`src/design/stream_consts.svh`:
```
`ifndef STREAM_CONSTS_SVH
`define STREAM_CONSTS_SVH

`default_nettype none

// ----------------------------------------
// stream link sizes
// ----------------------------------------

// one link word, header flag included
`define STREAM_WORD_W 16

// number of channel FIFOs behind the splitter
`define CHANNEL_COUNT 4

// words held per channel FIFO, power of two
`define FIFO_DEPTH 16

// free slots left when the full level rises
`define FIFO_ALMOST_MARGIN 4

`default_nettype wire

`endif

```
`src/design/streamPkg.sv`:
```
`include "stream_consts.svh"

`default_nettype none

package streamPkg;

    // channel number, 2 bits for 4 channels
    typedef logic [$clog2(`CHANNEL_COUNT)-1:0] channelIdx_t;

    // one link word, decoded two ways
    // msb is the header flag in both views
    typedef union packed {
        // header view, flag set
        struct packed {
            logic                                       isHeader;
            channelIdx_t                                channel;
            logic [`STREAM_WORD_W-$clog2(`CHANNEL_COUNT)-2:0] reserved;
        } header;
        // payload view, flag clear
        struct packed {
            logic                      isHeader;
            logic [`STREAM_WORD_W-2:0] data;
        } payload;
    } streamWord_u;

endpackage

`default_nettype wire

```
`src/design/channelBuffer.sv`:
```
`include "stream_consts.svh"

`timescale 1ns/1ps
`default_nettype none

module channelBuffer (
    input  wire logic                   iClk,
    input  wire logic                   rstN,
    // source side
    input  wire logic                   iWe,
    input  wire streamPkg::streamWord_u iWord,
    output logic                        oFull,
    output logic                        oDrop,
    // sink side
    input  wire logic                   iReady,
    output logic                        oValid,
    output logic [`STREAM_WORD_W-2:0]   oData,
    output streamPkg::channelIdx_t      oChannel
);

    // ----------------------------------------
    // internal nets
    // ----------------------------------------
    logic [`CHANNEL_COUNT-1:0]                     wrEn;
    logic [`CHANNEL_COUNT-1:0]                     full;
    logic [`CHANNEL_COUNT-1:0]                     rdEn;
    logic [`CHANNEL_COUNT-1:0]                     rdValid;
    logic [`STREAM_WORD_W-2:0]                     wrData;
    logic [`CHANNEL_COUNT-1:0][`STREAM_WORD_W-2:0] rdData;

    // header decode and write steering
    channelSplitter u_splitter (
        .iClk   (iClk),
        .rstN   (rstN),
        .iWe    (iWe),
        .iWord  (iWord),
        .oFull  (oFull),
        .oDrop  (oDrop),
        .full   (full),
        .wrEn   (wrEn),
        .wrData (wrData)
    );

    // one FIFO per channel, empty level unused here
    generate
        for (genvar i = 0; i < `CHANNEL_COUNT; i++)
        begin : gChannel
            fifoController #(
                .DEPTH        (`FIFO_DEPTH),
                .WIDTH        (`STREAM_WORD_W - 1),
                .almostMargin (`FIFO_ALMOST_MARGIN),
                .useBlockRam  ("yes")
            ) u_fifo (
                .iClk  (iClk),
                .rstN  (rstN),
                .iWe   (wrEn[i]),
                .iWd   (wrData),
                .oFull (full[i]),
                .iRe   (rdEn[i]),
                .oRd   (rdData[i]),
                .oRvd  (rdValid[i]),
                .oEmp  ()
            );
        end
    endgenerate

    // drain all channels onto one tagged stream
    roundRobinMerger u_merger (
        .iClk     (iClk),
        .rstN     (rstN),
        .iReady   (iReady),
        .oValid   (oValid),
        .oData    (oData),
        .oChannel (oChannel),
        .rdEn     (rdEn),
        .rdValid  (rdValid),
        .rdData   (rdData)
    );

endmodule

`default_nettype wire

```
`src/design/channelSplitter.sv`:
```
`include "stream_consts.svh"

`timescale 1ns/1ps
`default_nettype none

module channelSplitter (
    input  wire logic                      iClk,
    input  wire logic                      rstN,
    // source side
    input  wire logic                      iWe,
    input  wire streamPkg::streamWord_u    iWord,
    output logic                           oFull,
    output logic                           oDrop,
    // channel FIFO side
    input  wire logic [`CHANNEL_COUNT-1:0] full,
    output logic      [`CHANNEL_COUNT-1:0] wrEn,
    output logic      [`STREAM_WORD_W-2:0] wrData
);

    // ----------------------------------------
    // word decode
    // ----------------------------------------
    streamPkg::channelIdx_t selChannel;

    logic headerWr;
    logic payloadWr;
    logic selFull;

    // flag bit sits at the same place in both views
    assign headerWr  = iWe && iWord.header.isHeader;
    assign payloadWr = iWe && !iWord.payload.isHeader;

    // full level of the channel in use
    assign selFull = full[selChannel];
    assign oFull   = selFull;

    // payload bits go to every FIFO, only one gets the strobe
    assign wrData = iWord.payload.data;

    // ----------------------------------------
    // channel select
    // ----------------------------------------
    // header takes effect on the next edge
    always_ff @(posedge iClk or negedge rstN)
    begin
        if (!rstN)
            selChannel <= '0;
        else if (headerWr)
            selChannel <= iWord.header.channel;
    end

    // payload strobe steering, same cycle as the write
    always_comb
    begin
        for (int i = 0; i < `CHANNEL_COUNT; i++)
        begin
            wrEn[i] = payloadWr && (selChannel == streamPkg::channelIdx_t'(i)) && !full[i];
        end
    end

    // ----------------------------------------
    // drop report
    // ----------------------------------------
    // one pulse per payload write lost to a full channel
    always_ff @(posedge iClk or negedge rstN)
    begin
        if (!rstN)
            oDrop <= 1'b0;
        else
            oDrop <= payloadWr && selFull;
    end

endmodule

`default_nettype wire

```
`src/design/fifoController.sv`:
```
`timescale 1ns/1ps
`default_nettype none

module fifoController #(
    parameter int    DEPTH        = 16,
    parameter int    WIDTH        = 15,
    parameter int    almostMargin = 4,
    parameter string useBlockRam  = "yes"
)(
    input  wire logic             iClk,
    input  wire logic             rstN,
    // write side
    input  wire logic             iWe,
    input  wire logic [WIDTH-1:0] iWd,
    output logic                  oFull,
    // read side
    input  wire logic             iRe,
    output logic      [WIDTH-1:0] oRd,
    output logic                  oRvd,
    output logic                  oEmp
);

    localparam int ADDR_W = $clog2(DEPTH);

    // ----------------------------------------
    // pointers
    // ----------------------------------------
    logic [ADDR_W-1:0] wrPtr;
    logic [ADDR_W-1:0] rdPtr;
    // read pointer one cycle back, a change means new data
    logic [ADDR_W-1:0] prevRdPtr;

    logic emptyNow;
    logic nearFull;
    logic rdAccept;
    logic rdMoved;

    // unregistered empty, gates the read strobe
    assign emptyNow = (wrPtr == rdPtr);
    // strobe while empty is ignored
    assign rdAccept = iRe && !emptyNow;
    assign rdMoved  = (rdPtr != prevRdPtr);

    always_ff @(posedge iClk or negedge rstN)
    begin
        if (!rstN)
        begin
            wrPtr     <= '0;
            rdPtr     <= '0;
            prevRdPtr <= '0;
        end
        else
        begin
            if (iWe)
                wrPtr <= wrPtr + 1'b1;
            if (rdAccept)
                rdPtr <= rdPtr + 1'b1;
            prevRdPtr <= rdPtr;
        end
    end

    // ----------------------------------------
    // almost-full detect
    // ----------------------------------------
    // read pointer within the next almostMargin write slots
    always_comb
    begin
        nearFull = 1'b0;
        for (int n = 1; n <= almostMargin; n++)
        begin
            if (ADDR_W'(wrPtr + n) == rdPtr)
                nearFull = 1'b1;
        end
    end

    // registered status levels
    always_ff @(posedge iClk or negedge rstN)
    begin
        if (!rstN)
        begin
            oFull <= 1'b0;
            oEmp  <= 1'b1;
            oRvd  <= 1'b0;
        end
        else
        begin
            oFull <= nearFull;
            oEmp  <= emptyNow;
            oRvd  <= rdMoved;
        end
    end

    // ----------------------------------------
    // storage and output data
    // ----------------------------------------
    logic [WIDTH-1:0] ramData;

    fifoRam #(
        .DEPTH       (DEPTH),
        .WIDTH       (WIDTH),
        .ADDR_W      (ADDR_W),
        .useBlockRam (useBlockRam)
    ) u_ram (
        .iClk   (iClk),
        .wrEn   (iWe),
        .wrAddr (wrPtr),
        .wrData (iWd),
        .rdAddr (rdPtr),
        .rdData (ramData)
    );

    // second cycle of read latency, lines up with oRvd
    always_ff @(posedge iClk)
    begin
        oRd <= ramData;
    end

endmodule

`default_nettype wire

```
`src/design/fifoRam.sv`:
```
`timescale 1ns/1ps
`default_nettype none

module fifoRam #(
    parameter int    DEPTH       = 16,
    parameter int    WIDTH       = 15,
    parameter int    ADDR_W      = 4,
    parameter string useBlockRam = "yes"
)(
    input  wire logic              iClk,
    input  wire logic              wrEn,
    input  wire logic [ADDR_W-1:0] wrAddr,
    input  wire logic [WIDTH-1:0]  wrData,
    input  wire logic [ADDR_W-1:0] rdAddr,
    output logic      [WIDTH-1:0]  rdData
);

    // ----------------------------------------
    // storage, block RAM or flops
    // ----------------------------------------
    generate
        if (useBlockRam == "yes")
        begin : gBlock
            (* ram_style = "block" *) logic [WIDTH-1:0] mem [DEPTH];

            // write on the edge, read data registered every cycle
            always_ff @(posedge iClk)
            begin
                if (wrEn)
                    mem[wrAddr] <= wrData;
                rdData <= mem[rdAddr];
            end
        end
        else
        begin : gReg
            (* ram_style = "registers" *) logic [WIDTH-1:0] mem [DEPTH];

            // same timing as the block RAM variant
            always_ff @(posedge iClk)
            begin
                if (wrEn)
                    mem[wrAddr] <= wrData;
                rdData <= mem[rdAddr];
            end
        end
    endgenerate

endmodule

`default_nettype wire

```
`src/design/roundRobinMerger.sv`:
```
`include "stream_consts.svh"

`timescale 1ns/1ps
`default_nettype none

module roundRobinMerger (
    input  wire logic                                          iClk,
    input  wire logic                                          rstN,
    // sink side
    input  wire logic                                          iReady,
    output logic                                               oValid,
    output logic                    [`STREAM_WORD_W-2:0]       oData,
    output streamPkg::channelIdx_t                             oChannel,
    // channel FIFO side
    output logic                    [`CHANNEL_COUNT-1:0]       rdEn,
    input  wire logic               [`CHANNEL_COUNT-1:0]       rdValid,
    input  wire logic [`CHANNEL_COUNT-1:0][`STREAM_WORD_W-2:0] rdData
);

    // ----------------------------------------
    // read strobe rotation
    // ----------------------------------------
    streamPkg::channelIdx_t rrPtr;

    // one channel per cycle, 0 1 2 3, held while the sink stalls
    always_ff @(posedge iClk or negedge rstN)
    begin
        if (!rstN)
            rrPtr <= '0;
        else if (iReady)
        begin
            if (rrPtr == streamPkg::channelIdx_t'(`CHANNEL_COUNT - 1))
                rrPtr <= '0;
            else
                rrPtr <= rrPtr + 1'b1;
        end
    end

    // one-hot strobe, nothing issued without iReady
    always_comb
    begin
        rdEn = '0;
        if (iReady)
            rdEn[rrPtr] = 1'b1;
    end

    // ----------------------------------------
    // valid encode and output register
    // ----------------------------------------
    streamPkg::channelIdx_t hitIdx;

    logic [`STREAM_WORD_W-2:0] hitData;
    logic                      anyValid;

    // strobes never overlap, so at most one valid per cycle
    always_comb
    begin
        hitIdx  = '0;
        hitData = '0;
        for (int i = 0; i < `CHANNEL_COUNT; i++)
        begin
            if (rdValid[i])
            begin
                hitIdx  = streamPkg::channelIdx_t'(i);
                hitData = rdData[i];
            end
        end
    end

    assign anyValid = |rdValid;

    // valid pulse
    always_ff @(posedge iClk or negedge rstN)
    begin
        if (!rstN)
            oValid <= 1'b0;
        else
            oValid <= anyValid;
    end

    // tagged data, only meaningful with oValid
    always_ff @(posedge iClk)
    begin
        if (anyValid)
        begin
            oData    <= hitData;
            oChannel <= hitIdx;
        end
    end

endmodule

`default_nettype wire

```
`config.mk`:
```
export PLATFORM = sky130hd
export DESIGN_NAME = channelBuffer
export DESIGN_NICKNAME = d
export VERILOG_FILES = /design/src/design/streamPkg.sv /design/src/design/channelBuffer.sv /design/src/design/channelSplitter.sv /design/src/design/fifoController.sv /design/src/design/fifoRam.sv /design/src/design/roundRobinMerger.sv
export VERILOG_INCLUDE_DIRS = /design/src /design/src/design
export SDC_FILE = /design/constraint.sdc
export NUM_CORES = 1
export LEC_CHECK = 0
export ABC_AREA = 0
export BUFFER_PORTS_ARGS = -buffer_cell sky130_fd_sc_hd__buf_2
export CORE_MARGIN = 2
export CORE_UTILIZATION = 46
export CTS_BUF_LIST = sky130_fd_sc_hd__clkbuf_2
export DETAILED_ROUTE_END_ITERATION = 16
export REMOVE_ABC_BUFFERS = 1
export SYNTH_ARGS = -nofsm -noshare
export SYNTH_HDL_FRONTEND = slang
export SYNTH_HIERARCHICAL = 1
export SYNTH_SLANG_ARGS = --single-unit
```
`constraint.sdc`:
```
create_clock -name iClk -period 3.4 [get_ports iClk]
set_input_delay 1.02 -clock iClk [delete_from_list [all_inputs] [get_ports iClk]]
set_output_delay 1.02 -clock iClk [all_outputs]
set_load 0.1 [all_outputs]
```
# Word level (Yosys, flattened, before mapping)
# Memories as Yosys holds them, arrays and structs flattened. A register that Yosys moved wholly into a read port is not among the register bits.
# Cells that the tools add are included.
# W data, S select, Z words.
# totals
ff_bits	139
n_memories	4
in_bits	20
romBits	0
ram_bits	960
output_inout_bits	20
latch_bits	0
# op_classes
mul	0
reduce_logical	28
eq_ne	28
shifts	0
n_mux	36
n_bitwise	0
n_addsub	25
n_div	0
order_cmp	3
# mem_list
name	words	word_bits	rd	rd_ports_with_merged_regs	wr	line	rtl
gChannel[0].u_fifo.u_ram.gBlock.mem	16	15	1	1	1	fifoRam.sv:24	(* ram_style = "block" *) logic [WIDTH-1:0] mem [DEPTH];
gChannel[1].u_fifo.u_ram.gBlock.mem	16	15	1	1	1	fifoRam.sv:24	
gChannel[2].u_fifo.u_ram.gBlock.mem	16	15	1	1	1	fifoRam.sv:24	
gChannel[3].u_fifo.u_ram.gBlock.mem	16	15	1	1	1	fifoRam.sv:24	
# op_table
cell	count
$eq A4 B4 Y1	20
$mux W15	4
$add A4 B1 Y4 const B	12
$add A4 B2 Y4 const B	8
$mux W1	28
$add A4 B3 Y4 const B	4
$logic_and A1 B1 Y1	16
$ne A4 B4 Y1	4
$logic_not A1 Y1	9
$eq A2 B2 Y1 const B	3
$lt A2 B3 Y1 const B	2
$mux W4	1
$reduce_or A4 Y1	1
$add A2 B1 Y2 const B	1
$bmux W1 S2	1
$demux W1 S2	1
$eq A2 B1 Y1 const B	1
$ge A2 B1 Y1 const B	1
$logic_not A2 Y1	1
$mux W2	1
$reduce_or A2 Y1	1

# Logic depth before layout (Yosys ltp)
# depth
depth_word	6
depth_mapped	6

# Hierarchy
# The synthesis kept the hierarchy.
# modules_own_cells
mod	n_inst	area_per_inst_um2	cells_each
fifoRam	4	9446.6	406
fifoController	4	1176.1	88
roundRobinMerger	1	1148.6	97
channelSplitter	1	286.5	29

# Worst setup path before layout
# OpenSTA, ideal clock, no wires.
# synth_path
path_kind	input -> register
startpoint	in iWord[15] (netlist name)
endpoint	mem gChannel[1].u_fifo.u_ram.gBlock.mem[0][0], enable pin
setup_time_ns	0.406
path_buffers	0
t_required_ns	2.994
arrival_time_ns	3.706
slack_ns	-0.712
stages	4
path_cell_list	or3b_2 -> nor3b_1 -> or3b_2 -> nor3_1
# synth_between
elab_chain_cells	6
# synth_lines
item	line	rtl
from (decl)	channelBuffer.sv:11	input wire streamPkg::streamWord_u iWord,
$logic_not A1 Y1	channelSplitter.sv:31	assign payloadWr = iWe && !iWord.payload.isHeader;
$logic_and A1 B1 Y1	channelSplitter.sv:31	
$logic_and A1 B1 Y1 (2 in series)	channelSplitter.sv:57	wrEn[i] = payloadWr && (selChannel == streamPkg::channelIdx_t'(i)) && !full[i];
net wrEn[1]	channelBuffer.sv:24	logic [`CHANNEL_COUNT-1:0] wrEn;
$mux W1	fifoRam.sv:29	if (wrEn)
$mux W1 (not written as such)	fifoRam.sv:30	mem[wrAddr] <= wrData;
to (decl)	fifoRam.sv:24	
# The timed path passes the listed nets, and every way through them passes these cells.

# Worst setup path after layout
# layout_path
startpoint	reg gChannel[1].u_fifo.oFull
endpoint	out oFull
# layout_between
elab_chain_cells	2
# layout_lines
item	line	rtl
from (decl)	fifoController.sv:15	output logic oFull,
from (signal assigned)	fifoController.sv:87	oFull <= nearFull;
$bmux W1 S2	channelSplitter.sv:34	assign selFull = full[selChannel];
$mux W1 (not written as such)	channelSplitter.sv:34	
to (decl)	channelBuffer.sv:12	output logic oFull,
# No other way between the ends. The select of a mux whose other input is x is not followed.

==> metrics.yaml <==
layout-drive-gt1-share: 0.320
pre_cts_ws_ns: 0.149
startpoint_type: "flip-flop"
floorplan.initialDensity: 0.462
fmax_mhz: 274
port_buffers: 39
grt_pass1_vias: 22973
syn_inst: 2094
die_width_um: 313
coreArea_sq_um: 94700
fin_skew_ns: 0.119
drt_iter0_drc: 2197
die_h_um: 313
p_seq_frac: 0.489
totalWireLength_um: 99200
outcome: "finished, violations left"
grt.total_usage: 0.205
p_int_uw: 25000
rsz0062_at_grt: "true"
worstSetupPathType: "reg2out"
hold_violations: 0
synth.avg_cell_area_sq_um: 20.9
final_antenna_net_count: 0
cts.htree.levels: 5
synth_area_sq_um: 43800
insertion_delay_ns: 1.43
dr.pass1.iters: 5
fin_ws_ns: -0.255
dieArea_sq_um: 97700
clock_path_buffers: 4
violations: "setup timing"
wl_per_cell_um: 25.2
mostFrequentLayoutCells: "977 x edfxtp_1, 408 x clkbuf_2, 177 x mux4_2"
antenna_found_initial: 2
clockPowerShare: 0.238
whs_path_depth: 1
p_switching_uw: 13000
required_ns: 2.38
rows: 113
ios: 40
p_comb_frac: 0.273
mostFrequentLayoutCell: "edfxtp_1"
placed_area_sq_um: 46400
via_per_inst: 5.54
dp.final_hpwl_um: 61600
cts_buffers: 297
drv_slew: 0
setup_viol: 1
drcViolationCount: 0
cts.clk_slew.worst_paths_ns: 0.11
min_path_type: "in2reg"
cts_root_buffer: "clkbuf_2"
grt_pass1_wl_um: 146000
cts_tree: "built"
synthToLayoutAreaGrowth_pct: 12.1
swShare: 0.342
slew_headroom: 0.308
hold_ws_ns: 0.216
stdcell_area_sq_um: 49100
ir_drop_mv: 0.410
gp_congestion: 0.842
power_density_nw_per_um2: 775
cap_viol_max_count: 0
numClockSinks: 1159
vias: 21860
cp_max_fo: 2
period_share: 1.07
fin_total_pwr_uw: 38100
crit_arrival_ns: 2.63
grt_max_degree: 65
p_leak_uw: 0.0169
yosys_warnings: 6
end_kind: "output pin"
worstRegToRegCells: 4
fin_nets: 2517
fin_crit_ns: 3.65
overflow: 0
worst_pin_slew_ns: 1.04
==> state kept, by name, summed over array words and instances, names as in the netlist <==
signal and flops:
gChannel.u_fifo/wrPtr 16, u_merger/oValid 1, gChannel.u_fifo/prevRdPtr 16, gChannel.u_fifo/oRvd 4, u_merger/oChannel 2, gChannel.u_fifo/oRd 60, u_splitter/oDrop 1, u_merger/rrPtr 2
u_splitter/selChannel 2, gChannel.u_fifo/oFull 4, gChannel.u_fifo/u_ram/gBlock.mem 960, gChannel.u_fifo/rdPtr 16, u_merger/oData 15, gChannel.u_fifo/u_ram/rdData 60
==> metal layers <==
| layer | global-route usage | part of all wire | vias up |
|---|---|---|---|
| li1 | - | - | 9480 |
| met1 | 0.294 | 0.44 | 11395 |
| met2 | 0.313 | 0.47 | 834 |
| met3 | 0.0457 | 0.069 | 151 |
| met4 | 0.0696 | 0.022 | 0 |
| met5 | 0 | 0 | - |
==> critical path: stages (launching register included) <==
cell	delay, ns
dfrtp_1	0.44
mux4_2	0.55
buf_12	0.20
==> power by group through the flow <==
stage	Clock, uW	Combinational (uW)	Sequential [uW]
2_1_floorplan	0	6010	19400
3_3_place_gp	0	10200	18900
3_5_place_dp	0	10300	19000
4_1_cts	9360	10400	18700
5_1_grt	10100	11000	18900
6_report	9040	10400	18600
==> cell type report <==
| class | count | area (sq um) |
|---|---|---|
| fill | 7673 | 45600 |
| sequential | 1159 | 33300 |
| multi-input combinational | 805 | 9790 |
| clock buffer | 408 | 2040 |
| timing repair buffer | 189 | 1760 |
| tap | 1265 | 1580 |
| clock inverter | 93 | 528 |
| inverter | 21 | 78.8 |
| antenna | 3 | 7.51 |
==> final timing paths <==
| check | startpoint | to | slack (ns) |
|---|---|---|---|
| worst max-delay path | gChannel[1].u_fifo/oFull$_DFF_PN0_ | oFull | -0.25 |
| worst max register to register | gChannel[2].u_fifo/rdPtr[0]$_DFFE_PN0P_ | gChannel[2].u_fifo/u_ram/rdData[4]$_DFF_P_ | 0.82 |
| worst min register to register | gChannel[1].u_fifo/u_ram/rdData[5]$_DFF_P_ | gChannel[1].u_fifo/oRd[5]$_DFF_P_ | 0.26 |
| worst min-delay path | iWord[7] | gChannel[2].u_fifo/u_ram/gBlock.mem[6][7]$_DFFE_PP_ | 0.22 |
| max in group asynchronous | rstN | gChannel[3].u_fifo/rdPtr[0]$_DFFE_PN0P_ | 2.29 |
| min in group asynchronous | rstN | gChannel[2].u_fifo/wrPtr[0]$_DFFE_PN0P_ | 0.31 |
==> timing repair <==
action,4_1_cts,5_1_grt
hold buffers,11,0
setup buffers,1,0
setup endpoints to repair,20,1
gates resized for setup,24,1
hold endpoints to repair,130,0
==> metrics by stage <==
step           setup TNS (ns)  cells  utilization
4_1_cts                -0.448   3940        0.518
3_3_place_gp                0   3427        0.489
5_1_grt                -0.414   3942        0.518
6_report               -0.255   3943        0.518
2_1_floorplan         -108.04   1985            -
3_5_place_dp                0   3427        0.489
No activity file was read; power rests on OpenSTA's default activity.
